===== config.mk =====
export PLATFORM = sky130hd
export DESIGN_NAME = elink_loopback
export DESIGN_NICKNAME = d
export VERILOG_FILES = /design/src/elink_pkg.sv /design/src/elink_loopback.sv /design/src/emesh_split.sv /design/src/link_rx.sv /design/src/link_tx.sv /design/src/mem_target.sv
export SDC_FILE = /design/constraint.sdc
export NUM_CORES = 2
export LEC_CHECK = 0
export ABC_AREA = 1
export ABC_CLOCK_PERIOD_IN_PS = 16950
export BUFFER_PORTS_ARGS = -buffer_cell sky130_fd_sc_hd__buf_4
export CAP_MARGIN = 20
export CORE_ASPECT_RATIO = 1.5
export CORE_MARGIN = 10
export CORE_UTILIZATION = 30
export DETAILED_ROUTE_END_ITERATION = 10
export GPL_ROUTABILITY_DRIVEN = 0
export SLEW_MARGIN = 10
export SYNTH_ARGS = -nofsm -noshare
export SYNTH_HDL_FRONTEND = slang
export SYNTH_SLANG_ARGS = --single-unit
export TNS_END_PERCENT = 1

===== constraint.sdc =====
create_clock -name clk -period 16.95 [get_ports clk]
set_input_delay 0.8475 -clock clk [delete_from_list [all_inputs] [get_ports clk]]
set_output_delay 0.8475 -clock clk [all_outputs]
set_load 0.01 [all_outputs]

===== src/elink_pkg.sv =====
package elink_pkg;

   // Field widths of a mesh transaction
   typedef logic [31:0] addr_t;                    // Byte address
   typedef logic [31:0] data_t;                    // Data word
   typedef logic [1:0]  datamode_t;                // Transfer size code
   typedef logic [3:0]  ctrlmode_t;                // Control code

   typedef logic [7:0]  link_byte_t;               // One byte on the link

   // Transaction as it travels on the mesh side
   typedef struct packed {
      logic      write;                            // 1 = write, 0 = read
      datamode_t datamode;                         // Carried through unmasked
      ctrlmode_t ctrlmode;                         // Carried through
      addr_t     dstaddr;                          // Target address
      data_t     data;                             // Write data or read data
      addr_t     srcaddr;                          // Return address for reads
   } pkt_t;

   // Link framing
   localparam int PKT_BYTES = 13;                  // Bytes per framed packet
   localparam int LINK_BW   = $bits(link_byte_t);  // Bits per link beat
   localparam int PKT_BITS  = PKT_BYTES * LINK_BW; // Packet bits incl. pad
   localparam int PAD_BITS  = PKT_BITS - $bits(pkt_t); // Pad at top of first byte
   localparam int CNT_W     = $clog2(PKT_BYTES);   // Byte counter width

   // Memory word indexing
   localparam int WORD_LSB  = 2;                   // Lowest dstaddr bit of word index

   // Serializer FSM
   typedef enum logic {
      IDLE,                                        // Waiting for a packet
      SEND                                         // Shifting bytes out
   } tx_state_t;

endpackage


===== src/elink_loopback.sv =====
`timescale 1ns/100ps

module elink_loopback #(
   parameter int MEM_DEPTH = 64
) (
   input  logic            clk,
   input  logic            rst_n,
   input  elink_pkg::pkt_t req,
   input  logic            req_valid,
   output logic            wr_ready,
   output logic            rd_ready,
   output elink_pkg::pkt_t rsp,
   output logic            rsp_valid,
   input  logic            rsp_ready
);

   elink_pkg::pkt_t       tx_pkt;       // Split to serializer
   logic                  tx_valid;
   logic                  tx_ready;
   logic                  link_frame;   // Looped back link
   elink_pkg::link_byte_t link_data;
   logic                  link_wait;
   elink_pkg::pkt_t       rx_pkt;       // Deserializer to target
   logic                  rx_valid;
   logic                  rx_ready;

   emesh_split split0 (
      .clk(clk), .rst_n(rst_n),
      .req(req), .req_valid(req_valid),
      .wr_ready(wr_ready), .rd_ready(rd_ready),
      .tx_pkt(tx_pkt), .tx_valid(tx_valid), .tx_ready(tx_ready)
   );

   link_tx tx0 (
      .clk(clk), .rst_n(rst_n),
      .tx_pkt(tx_pkt), .tx_valid(tx_valid), .tx_ready(tx_ready),
      .link_frame(link_frame), .link_data(link_data), .link_wait(link_wait)
   );

   link_rx rx0 (
      .clk(clk), .rst_n(rst_n),
      .link_frame(link_frame), .link_data(link_data), .link_wait(link_wait),
      .rx_pkt(rx_pkt), .rx_valid(rx_valid), .rx_ready(rx_ready)
   );

   mem_target #(.MEM_DEPTH(MEM_DEPTH)) mem0 (
      .clk(clk), .rst_n(rst_n),
      .rx_pkt(rx_pkt), .rx_valid(rx_valid), .rx_ready(rx_ready),
      .rsp(rsp), .rsp_valid(rsp_valid), .rsp_ready(rsp_ready)
   );

endmodule


===== src/emesh_split.sv =====
`timescale 1ns/100ps

module emesh_split (
   input  logic            clk,
   input  logic            rst_n,
   input  elink_pkg::pkt_t req,         // Incoming transaction
   input  logic            req_valid,
   output logic            wr_ready,    // Write slot empty
   output logic            rd_ready,    // Read slot empty
   output elink_pkg::pkt_t tx_pkt,      // Toward serializer
   output logic            tx_valid,
   input  logic            tx_ready
);

   elink_pkg::pkt_t wr_slot;            // Pending write
   elink_pkg::pkt_t rd_slot;            // Pending read
   logic            wr_full;
   logic            rd_full;
   logic            grant_rd;           // Round-robin pointer, 1 = read slot
   logic            wr_take;
   logic            rd_take;
   logic            sel_rd;             // Read slot presented to link
   logic            xfer;

   assign wr_ready = ~wr_full;
   assign rd_ready = ~rd_full;

   assign wr_take  = req_valid & req.write & ~wr_full;   // Steer by kind
   assign rd_take  = req_valid & ~req.write & ~rd_full;

   // A lone full slot wins outright, both full follow the pointer
   assign sel_rd   = rd_full & (~wr_full | grant_rd);
   assign tx_valid = wr_full | rd_full;
   assign tx_pkt   = sel_rd ? rd_slot : wr_slot;
   assign xfer     = tx_valid & tx_ready;

   always_ff @(posedge clk) begin
      if (wr_take) begin
         wr_slot <= req;                                  // Capture write
      end
      if (rd_take) begin
         rd_slot <= req;                                  // Capture read
      end
   end

   always_ff @(posedge clk or negedge rst_n) begin
      if (!rst_n) begin
         wr_full  <= 1'b0;
         rd_full  <= 1'b0;
         grant_rd <= 1'b0;                                // Write first
      end else begin
         if (wr_take) begin
            wr_full <= 1'b1;
         end else if (xfer && !sel_rd) begin
            wr_full <= 1'b0;                              // Write sent
         end
         if (rd_take) begin
            rd_full <= 1'b1;
         end else if (xfer && sel_rd) begin
            rd_full <= 1'b0;                              // Read sent
         end
         // Pointer tracks the presented slot so the link sees a stable packet
         if (xfer && wr_full && rd_full) begin
            grant_rd <= ~grant_rd;                        // Hand over to other slot
         end else if (wr_full ^ rd_full) begin
            grant_rd <= rd_full;                          // Follow lone slot
         end
      end
   end

endmodule


===== src/link_rx.sv =====
`timescale 1ns/100ps

module link_rx (
   input  logic                  clk,
   input  logic                  rst_n,
   input  logic                  link_frame,
   input  elink_pkg::link_byte_t link_data,
   output logic                  link_wait,  // Held while packet unclaimed
   output elink_pkg::pkt_t       rx_pkt,
   output logic                  rx_valid,
   input  logic                  rx_ready
);

   localparam int PW = $bits(elink_pkg::pkt_t);
   localparam logic [elink_pkg::CNT_W-1:0] LAST =
      elink_pkg::CNT_W'(elink_pkg::PKT_BYTES - 1);

   logic [PW-1:0]               shreg;   // Pad bit drops off the top
   logic [elink_pkg::CNT_W-1:0] cnt;     // Bytes of current packet

   assign rx_pkt    = elink_pkg::pkt_t'(shreg);
   assign link_wait = rx_valid;

   always_ff @(posedge clk) begin
      if (link_frame) begin
         shreg <= {shreg[PW-elink_pkg::LINK_BW-1:0], link_data};  // MSB byte first
      end
   end

   always_ff @(posedge clk or negedge rst_n) begin
      if (!rst_n) begin
         cnt      <= '0;
         rx_valid <= 1'b0;
      end else begin
         if (link_frame) begin
            if (cnt == LAST) begin
               cnt      <= '0;
               rx_valid <= 1'b1;          // Whole packet in
            end else begin
               cnt <= cnt + 1'b1;
            end
         end else if (rx_valid && rx_ready) begin
            rx_valid <= 1'b0;             // Target took it, release wait
         end
      end
   end

endmodule


===== src/link_tx.sv =====
`timescale 1ns/100ps

module link_tx (
   input  logic                  clk,
   input  logic                  rst_n,
   input  elink_pkg::pkt_t       tx_pkt,
   input  logic                  tx_valid,
   output logic                  tx_ready,   // Idle and link not held
   output logic                  link_frame, // High for every packet byte
   output elink_pkg::link_byte_t link_data,
   input  logic                  link_wait   // Receiver still holds a packet
);

   localparam logic [elink_pkg::CNT_W-1:0] LAST =
      elink_pkg::CNT_W'(elink_pkg::PKT_BYTES - 1);  // Index of final byte

   elink_pkg::tx_state_t              state;
   logic [elink_pkg::PKT_BITS-1:0]    shreg;        // Outgoing bytes, MSB first
   logic [elink_pkg::CNT_W-1:0]       cnt;          // Bytes already sent
   logic                              accept;

   // Wait is only sampled before a packet starts
   assign tx_ready   = (state == elink_pkg::IDLE) & ~link_wait;
   assign accept     = tx_valid & tx_ready;
   assign link_frame = (state == elink_pkg::SEND);
   assign link_data  = shreg[elink_pkg::PKT_BITS-1 -: elink_pkg::LINK_BW];

   always_ff @(posedge clk or negedge rst_n) begin
      if (!rst_n) begin
         state <= elink_pkg::IDLE;
         cnt   <= '0;
      end else begin
         case (state)
            elink_pkg::IDLE: begin
               if (accept) begin
                  state <= elink_pkg::SEND;          // Frame rises next cycle
                  cnt   <= '0;
               end
            end
            elink_pkg::SEND: begin
               cnt <= cnt + 1'b1;
               if (cnt == LAST) begin
                  state <= elink_pkg::IDLE;          // Last byte on the wire
               end
            end
            default: state <= elink_pkg::IDLE;
         endcase
      end
   end

   always_ff @(posedge clk) begin
      if (accept) begin
         shreg <= {{elink_pkg::PAD_BITS{1'b0}}, tx_pkt};   // Pad bit on top
      end else if (state == elink_pkg::SEND) begin
         shreg <= {shreg[elink_pkg::PKT_BITS-elink_pkg::LINK_BW-1:0],
                   elink_pkg::link_byte_t'(0)};            // Next byte up
      end
   end

endmodule


===== src/mem_target.sv =====
`timescale 1ns/100ps

module mem_target #(
   parameter int MEM_DEPTH = 64          // Words, power of two
) (
   input  logic            clk,
   input  logic            rst_n,
   input  elink_pkg::pkt_t rx_pkt,
   input  logic            rx_valid,
   output logic            rx_ready,     // Response slot free
   output elink_pkg::pkt_t rsp,          // Read response
   output logic            rsp_valid,
   input  logic            rsp_ready
);

   localparam int IDX_W = (MEM_DEPTH > 1) ? $clog2(MEM_DEPTH) : 1;

   elink_pkg::data_t  mem [MEM_DEPTH];   // Word storage
   logic [IDX_W-1:0]  idx;
   logic              rx_fire;

   assign idx      = rx_pkt.dstaddr[elink_pkg::WORD_LSB +: IDX_W];  // Word select
   assign rx_ready = ~rsp_valid;         // Writes stall too while slot full
   assign rx_fire  = rx_valid & rx_ready;

   always_ff @(posedge clk) begin
      if (rx_fire && rx_pkt.write) begin
         mem[idx] <= rx_pkt.data;        // Full word, datamode ignored
      end
   end

   // Response payload, swaps the two addresses
   always_ff @(posedge clk) begin
      if (rx_fire && !rx_pkt.write) begin
         rsp.write    <= 1'b1;           // Returns as a write
         rsp.datamode <= rx_pkt.datamode;
         rsp.ctrlmode <= rx_pkt.ctrlmode;
         rsp.dstaddr  <= rx_pkt.srcaddr; // Back to requester
         rsp.data     <= mem[idx];
         rsp.srcaddr  <= rx_pkt.dstaddr;
      end
   end

   always_ff @(posedge clk or negedge rst_n) begin
      if (!rst_n) begin
         rsp_valid <= 1'b0;
      end else if (rx_fire && !rx_pkt.write) begin
         rsp_valid <= 1'b1;              // Visible next cycle
      end else if (rsp_valid && rsp_ready) begin
         rsp_valid <= 1'b0;
      end
   end

endmodule


== Word-level counts from Yosys, hierarchy flattened ==
Memory sizes are Yosys's and may differ from the RTL's. A register that Yosys moved wholly into a read port is not among the register bits.
Cells that the tools add are included.

* Add/sub/neg operators: 2
* Reduce and logical (&&, ||, !) cells: 17
* Bitwise gates (word level): 18
* Equal/unequal tests: 4
* Muxes and demuxes: 22

{| class="wikitable"
|+ Operators by type and width
! kind !! number
|-
| $mux 103 || 3
|-
| $mux 1 || 15
|-
| $reduce_bool 2->1 || 6
|-
| $add 4x1->4 const B || 2
|-
| $and 1x1->1 || 8
|-
| $eq 4x4->1 const B || 2
|-
| $logic_and 1x1->1 || 8
|-
| $mux 4 || 2
|-
| $pmux 4 s2 || 1
|-
| $not 1->1 || 7
|-
| $logic_not 1->1 || 2
|-
| $ne 2x1->1 const B || 1
|-
| $ne 2x2->1 const B || 1
|-
| $or 1x1->1 || 2
|-
| $pmux 1 s2 || 1
|-
| $reduce_and 2->1 || 1
|-
| $xor 1x1->1 || 1
|}

* Word-level logic and storage cells: 91
* Input port bits: 107
* Output and inout port bits: 106
* Bits in registers: 497
* Bits in writable memories: 2048
* Memories: 1

{| class="wikitable"
|+ Memories
! name !! depth !! width !! read ports !! clocked after Yosys merged registers in !! write ports !! line !! text
|-
| mem0.mem || 64 || 32 || 1 || 1 || 1 || mem_target.sv:18 || <nowiki>elink_pkg::data_t mem [MEM_DEPTH];</nowiki>
|}

== Longest topological paths before layout ==
* Word-level depth: 7
* Gate-level depth with buffers: 12
* Depth with buffers taken out: 8

== Cells and area by module ==
Synthesis repeated with hierarchy kept, for this count alone.

* Cell total of the unflattened synthesis: 9709
* Area total of the unflattened synthesis: 104923.1 sq um

{| class="wikitable"
|+ By module, submodules not included
! module !! times used !! area each (sq um) !! cells each !! seq. area each (sq um)
|-
| mem_target || 1 || 88964.1 || 8518 || 64586.9
|-
| emesh_split || 1 || 7851.3 || 579 || 6261.0
|-
| link_tx || 1 || 4753.3 || 478 || 3238.1
|-
| link_rx || 1 || 3354.5 || 134 || 3218.1
|}

== Worst setup path after synthesis ==
No wires, ideal clock.

* Path type: reg2reg
* Start point: reg tx0.state (netlist: tx0.link_frame)
* End point: reg tx0.shreg[0] in the netlist's numbering (enable)
* Arrival time: 5154 ps
* Clock period less this slack: 6109 ps
* Cell stages (with the launch flop): 5
* Setup time: 955 ps
* Slack: 10841 ps
* Data required time: 15995 ps
* Buffers on the path: 1
* Cell sequence: dfrtp_1 nor3_1 inv_2 clkbuf_1 nand2_1

* Word-level cells in the longest chain between the ends: 4

{| class="wikitable"
|+ RTL lines
! item !! line !! text
|-
| start, declared || link_tx.sv:17 || <nowiki>elink_pkg::tx_state_t state;</nowiki>
|-
| start signal, assigned || link_tx.sv:30 || <nowiki>state <= elink_pkg::IDLE;</nowiki>
|-
| start signal, assigned || link_tx.sv:36 || <nowiki>state <= elink_pkg::SEND;</nowiki>
|-
| start signal, assigned || link_tx.sv:43 || <nowiki>state <= elink_pkg::IDLE;</nowiki>
|-
| $not 1->1 || n/a ||
|-
| $and 1x1->1 || link_tx.sv:23 || <nowiki>assign tx_ready = (state == elink_pkg::IDLE) & ~link_wait;</nowiki>
|-
| $and 1x1->1 || link_tx.sv:24 || <nowiki>assign accept = tx_valid & tx_ready;</nowiki>
|-
| $reduce_bool 2->1 (no source line) (*) || n/a ||
|-
| end signal, assigned || link_tx.sv:53 || <nowiki>shreg <= {{elink_pkg::PAD_BITS{1'b0}}, tx_pkt};</nowiki>
|-
| end signal, assigned || link_tx.sv:55 || <nowiki>shreg <= {shreg[elink_pkg::PKT_BITS-elink_pkg::LINK_BW-1:0],</nowiki>
|-
| end, declared || link_tx.sv:18 || <nowiki>logic [elink_pkg::PKT_BITS-1:0] shreg;</nowiki>
|}

Mark *: on every way between the ends. The rest lies on a longest branch, timed or not.
A chain may end at the register's enable or synchronous reset.

==> out/qor.log <==
qor: outcome.run_status complete, no violations
qor: synth.synth.top_cells.by_count 2877 x nand2_1, 2562 x edfxtp_1, 1868 x inv_1
qor: cts.post-cts-setup-buffer-count 0
qor: synth.seq_area_frac_synth 0.731
qor: global_routing.grt_util_all_layers 0.149
qor: power_and_ir_drop.clock_power_share 0.275
qor: job.max-cap-violations 0
qor: synth.number_of_distinct_library_cells_after_synthesis 29
qor: power_and_ir_drop.seq_power_share 0.446
qor: timing.skew 0.128 ns
qor: die.num_rows 267
qor: power_and_ir_drop.intPower 12.7 mW
qor: cts.numCtsBuffers 246
qor: drt.vias 65600
qor: synth.yosys.cell_count.top_type nand2_1
qor: critical_path.criticalPathCategory reg -> reg
qor: power_and_ir_drop.worst_ir_drop_vdd 0.138 mV
qor: drt.drt-met1-wl 115000 um
qor: placement.numPortBuffers 211
qor: cts.clock_tree.root_cell clkbuf_16
qor: placement.detailed_place.area 113000 um2
qor: cells_and_area.post-route-cell-area 121000 um2
qor: timing.setup_tns 0 ns
qor: power_and_ir_drop.p_per_area 162 nW/um2
qor: cells_and_area.layout-drive-gt1-share 0.0881
qor: die.fp.dieW 505 um
qor: synth.synth_fp_nets 9582
qor: timing.timing.final.ws_setup 10.96 ns
qor: die.design.portCount 213
qor: timing.post-route-period-util 0.353
qor: cells_and_area.finalNetCount 9808
qor: drt.drc 0
qor: critical_path.cp-start-kind register
qor: synth.syn_inst 9470
qor: timing.finalHoldViolCount 0
qor: cts.clk_pin_slew_worst_paths 0.07 ns
qor: power_and_ir_drop.switching_power 6.95 mW
qor: drt.dr.first_iter.drc_count 5973
qor: die.floorplan.initialDensity 0.301
qor: power_and_ir_drop.power 19.6 mW
qor: placement.pre_cts_slack 11.10 ns
qor: timing.fmax 0.167 GHz
qor: hold_path.hold_start req[82]
qor: drt.dr_wl_met2 142000 um
qor: synth.fraction_of_synthesis_flops_using_an_asynchronous_set_or_reset_pin 0.00543
qor: drt.postRouteAntennaNets 0
qor: synth.ys.flop_type edfxtp_1
qor: global_routing.grt_start_max_net_pins 210
qor: cts.ctsHtreeMaxLevel 4
qor: cts.clk-insertion-delay-late 0.94 ns
qor: synth.synth-edff-count 2562
qor: synth.syn_avg_cell_area 11.2 um2
qor: global_routing.first_pass_grt_wire_length 426000 um
qor: synth.synthesis.area 106000 um2
qor: drt.routed_wl 292000 um
qor: drt.met3RoutedLength 22700 um
qor: drt.top_layer met5
qor: critical_path.cp.arrival 6.64 ns
qor: timing.tightest_slew 1.11 ns
qor: critical_path.r2r_start rx0.rx_pkt[66]
qor: global_routing.antenna_found_initial 37
qor: die.die_h 747 um
qor: power_and_ir_drop.p_leak 50.1 nW
qor: timing.report.final.setup_viol 0
qor: cts.cts-resized-gates 0
qor: global_routing.globalRoute.totalOverflow 0
qor: die.design.core.area 352000 um2
qor: critical_path.cp_max_fo 99
qor: hold_path.timing.hold.worst.class in -> reg
qor: synth.synth_warnings 0
qor: timing.final_critical_delay_including_setup_and_external_delays 5.99 ns
qor: cts.number_of_sinks_handled_by_clock_tree_synthesis 2577
qor: drt.routed_wire_length_per_instance 20.0 um
qor: cts.clockBufferDepth 4
qor: critical_path.cp-end-kind register
qor: drt.route.detailed.vias_per_inst 4.49
qor: synth.number_of_flip_flops_and_latches_in_the_synthesized_netlist 2577
qor: synth.leading_post_synthesis_cells_by_cell_area edfxtp_1 73%, nand2_1 10%, inv_1 6.6%
qor: critical_path.critPathLaunch rx0.rx_pkt[66]
qor: cells_and_area.area.growth.synth_to_final 14.4%
qor: critical_path.cp_data_required_time 17.61 ns
qor: timing.rsz0062_at_grt no
qor: synth.synth_top_area_frac 0.727
qor: power_and_ir_drop.swShare 0.354
qor: power_and_ir_drop.comb_power_share 0.280
qor: placement.detailedPlacementHpwl 159000 um
qor: drt.detailed_routing_iteration_count_for_the_pre_antenna_repair_pass 5
qor: die.dieArea 377000 um2
qor: global_routing.number_of_global_route_vias_before_repair 63200
qor: timing.max_transition_margin 0.262
qor: synth.synth_top_area_cell edfxtp_1
qor: cts.cts_tree built
qor: timing.final_max_slew_viol_count 0
## worst paths after layout
path                                       to  depth (start not counted)  slack, ns
setup reg to reg                 mem0.rsp[40]                         12      10.96
hold reg to reg                 rx0.rx_pkt[6]                          0       0.38
setup / recovery                 mem0.rsp[40]                         12      10.96
hold / removal             split0.wr_slot[82]                          1       0.14
max in group asynchronous      split0.rd_full                          2      16.31
min in group asynchronous     split0.grant_rd                          2       0.43
## cell type report
cell class	count	area (um2)
clock buffers	291	6370
repair buffers	375	2940
diodes	16	40.0
multi-input cells	4622	20100
well taps	4707	5890
fillers	34200	231000
clock inverters	161	1390
inverters	1874	7050
flip-flops and latches	2577	77300
## cell families (layout without fill, tap and decap cells)
logic type | after synthesis | count (layout) | synth area share
flops | 2577 | 2577 | 0.731
other cells | 1 | 17 | 0.0000354
xor+xnor | 2 | 2 | 0.000166
compound gates | 312 | 312 | 0.0158
buf+inv | 2271 | 2701 | 0.0850
simple gates | 4302 | 4302 | 0.168
fa+ha+maj | 5 | 5 | 0.000591
## power groups by stage
stage          sequential [mW]  clock (mW)  combinational (mW)
6_report                  8.75        5.39                5.49
5_1_grt                   8.81        5.72                6.04
4_1_cts                   8.79        5.49                5.50
3_5_place_dp              8.91           0                5.49
3_3_place_gp              8.92           0                5.43
2_1_floorplan             9.13           0                2.95
## sequential cells by signal (all words and copies together) (netlist names)
register / count
split0.grant_rd: 1
mem0.mem: 2048
tx0.shreg: 104
rx0.rx_pkt: 103
rx0.cnt: 4
rx0.link_wait: 1
split0.wr_full: 1
mem0.rsp: 102
tx0.link_frame: 1
split0.rd_slot: 103
split0.wr_slot: 103
mem0.rsp_valid: 1
split0.rd_full: 1
tx0.cnt: 4
## timing repair
item | 4_1_cts | 5_1_grt
endpoints found under the hold margin | 14 | 0
setup endpoints to repair | 0 | 0
hold buffers | 1 | 0
## worst max-delay path, stage by stage (launching register included)
cell and delay, ns:
edfxtp_1 0.48, inv_8 0.49, buf_4 0.85, buf_4 0.95, buf_4 0.84, buf_4 0.90, nand2_1 0.13, nand3_1 0.11
nand2_1 0.07, o21ai_0 0.19, nand2_1 0.08, nor2_1 0.30, nand2_1 0.09
## cell usage in the layout, fill, tap and decap left out, types with 2 or more instances in the layout
master / synthesis / layout
bufinv_16: 0 / 22
o211ai_1: 31 / 31
xor2_1: 2 / 2
inv_2: 6 / 4
nand3_1: 1039 / 1039
clkinv_2: 0 / 51
o21ai_1: 87 / 87
buf_8: 0 / 2
o22ai_1: 3 / 3
inv_6: 0 / 6
nor3_2: 0 / 8
a22o_1: 8 / 8
nor2_1: 259 / 192
nor2_4: 0 / 69
diode_2: 0 / 16
o21ai_0: 179 / 179
a21oi_1: 4 / 4
or2_0: 2 / 2
buf_16: 0 / 2
ha_1: 5 / 5
buf_12: 0 / 5
buf_4: 26 / 364
clkbuf_1: 85 / 43
clkinv_1: 0 / 61
or2_1: 48 / 48
inv_8: 0 / 3
clkinvlp_4: 0 / 13
inv_1: 1868 / 1867
or2_2: 63 / 63
clkbuf_16: 0 / 248
nand2_4: 0 / 2
edfxtp_1: 2562 / 2562
clkinv_8: 0 / 3
nand2_1: 2877 / 2875
nor3_1: 10 / 2
dfrtp_1: 14 / 13
clkinv_4: 0 / 4
## routing by layer
| layer | vias to the layer above | global-route usage |
|---|---|---|
| met5 | - | 0 |
| met4 | 34 | 0.0576 |
| met3 | 591 | 0.0317 |
| met2 | 2207 | 0.257 |
| met1 | 31900 | 0.183 |
| li1 | 30900 | - |
## metrics by stage
| step | hold slack (ns) | utilization | std cells |
|---|---|---|---|
| after floorplan | 0.400 | - | 9470 |
| after global placement | 0.402 | 0.322 | 14100 |
| after detailed placement | 0.406 | 0.322 | 14200 |
| after CTS | 0.0799 | 0.344 | 14600 |
| after global routing | 0.0984 | 0.344 | 14600 |
| final | 0.143 | 0.344 | 14600 |
No activity file was read; power rests on OpenSTA's default activity.
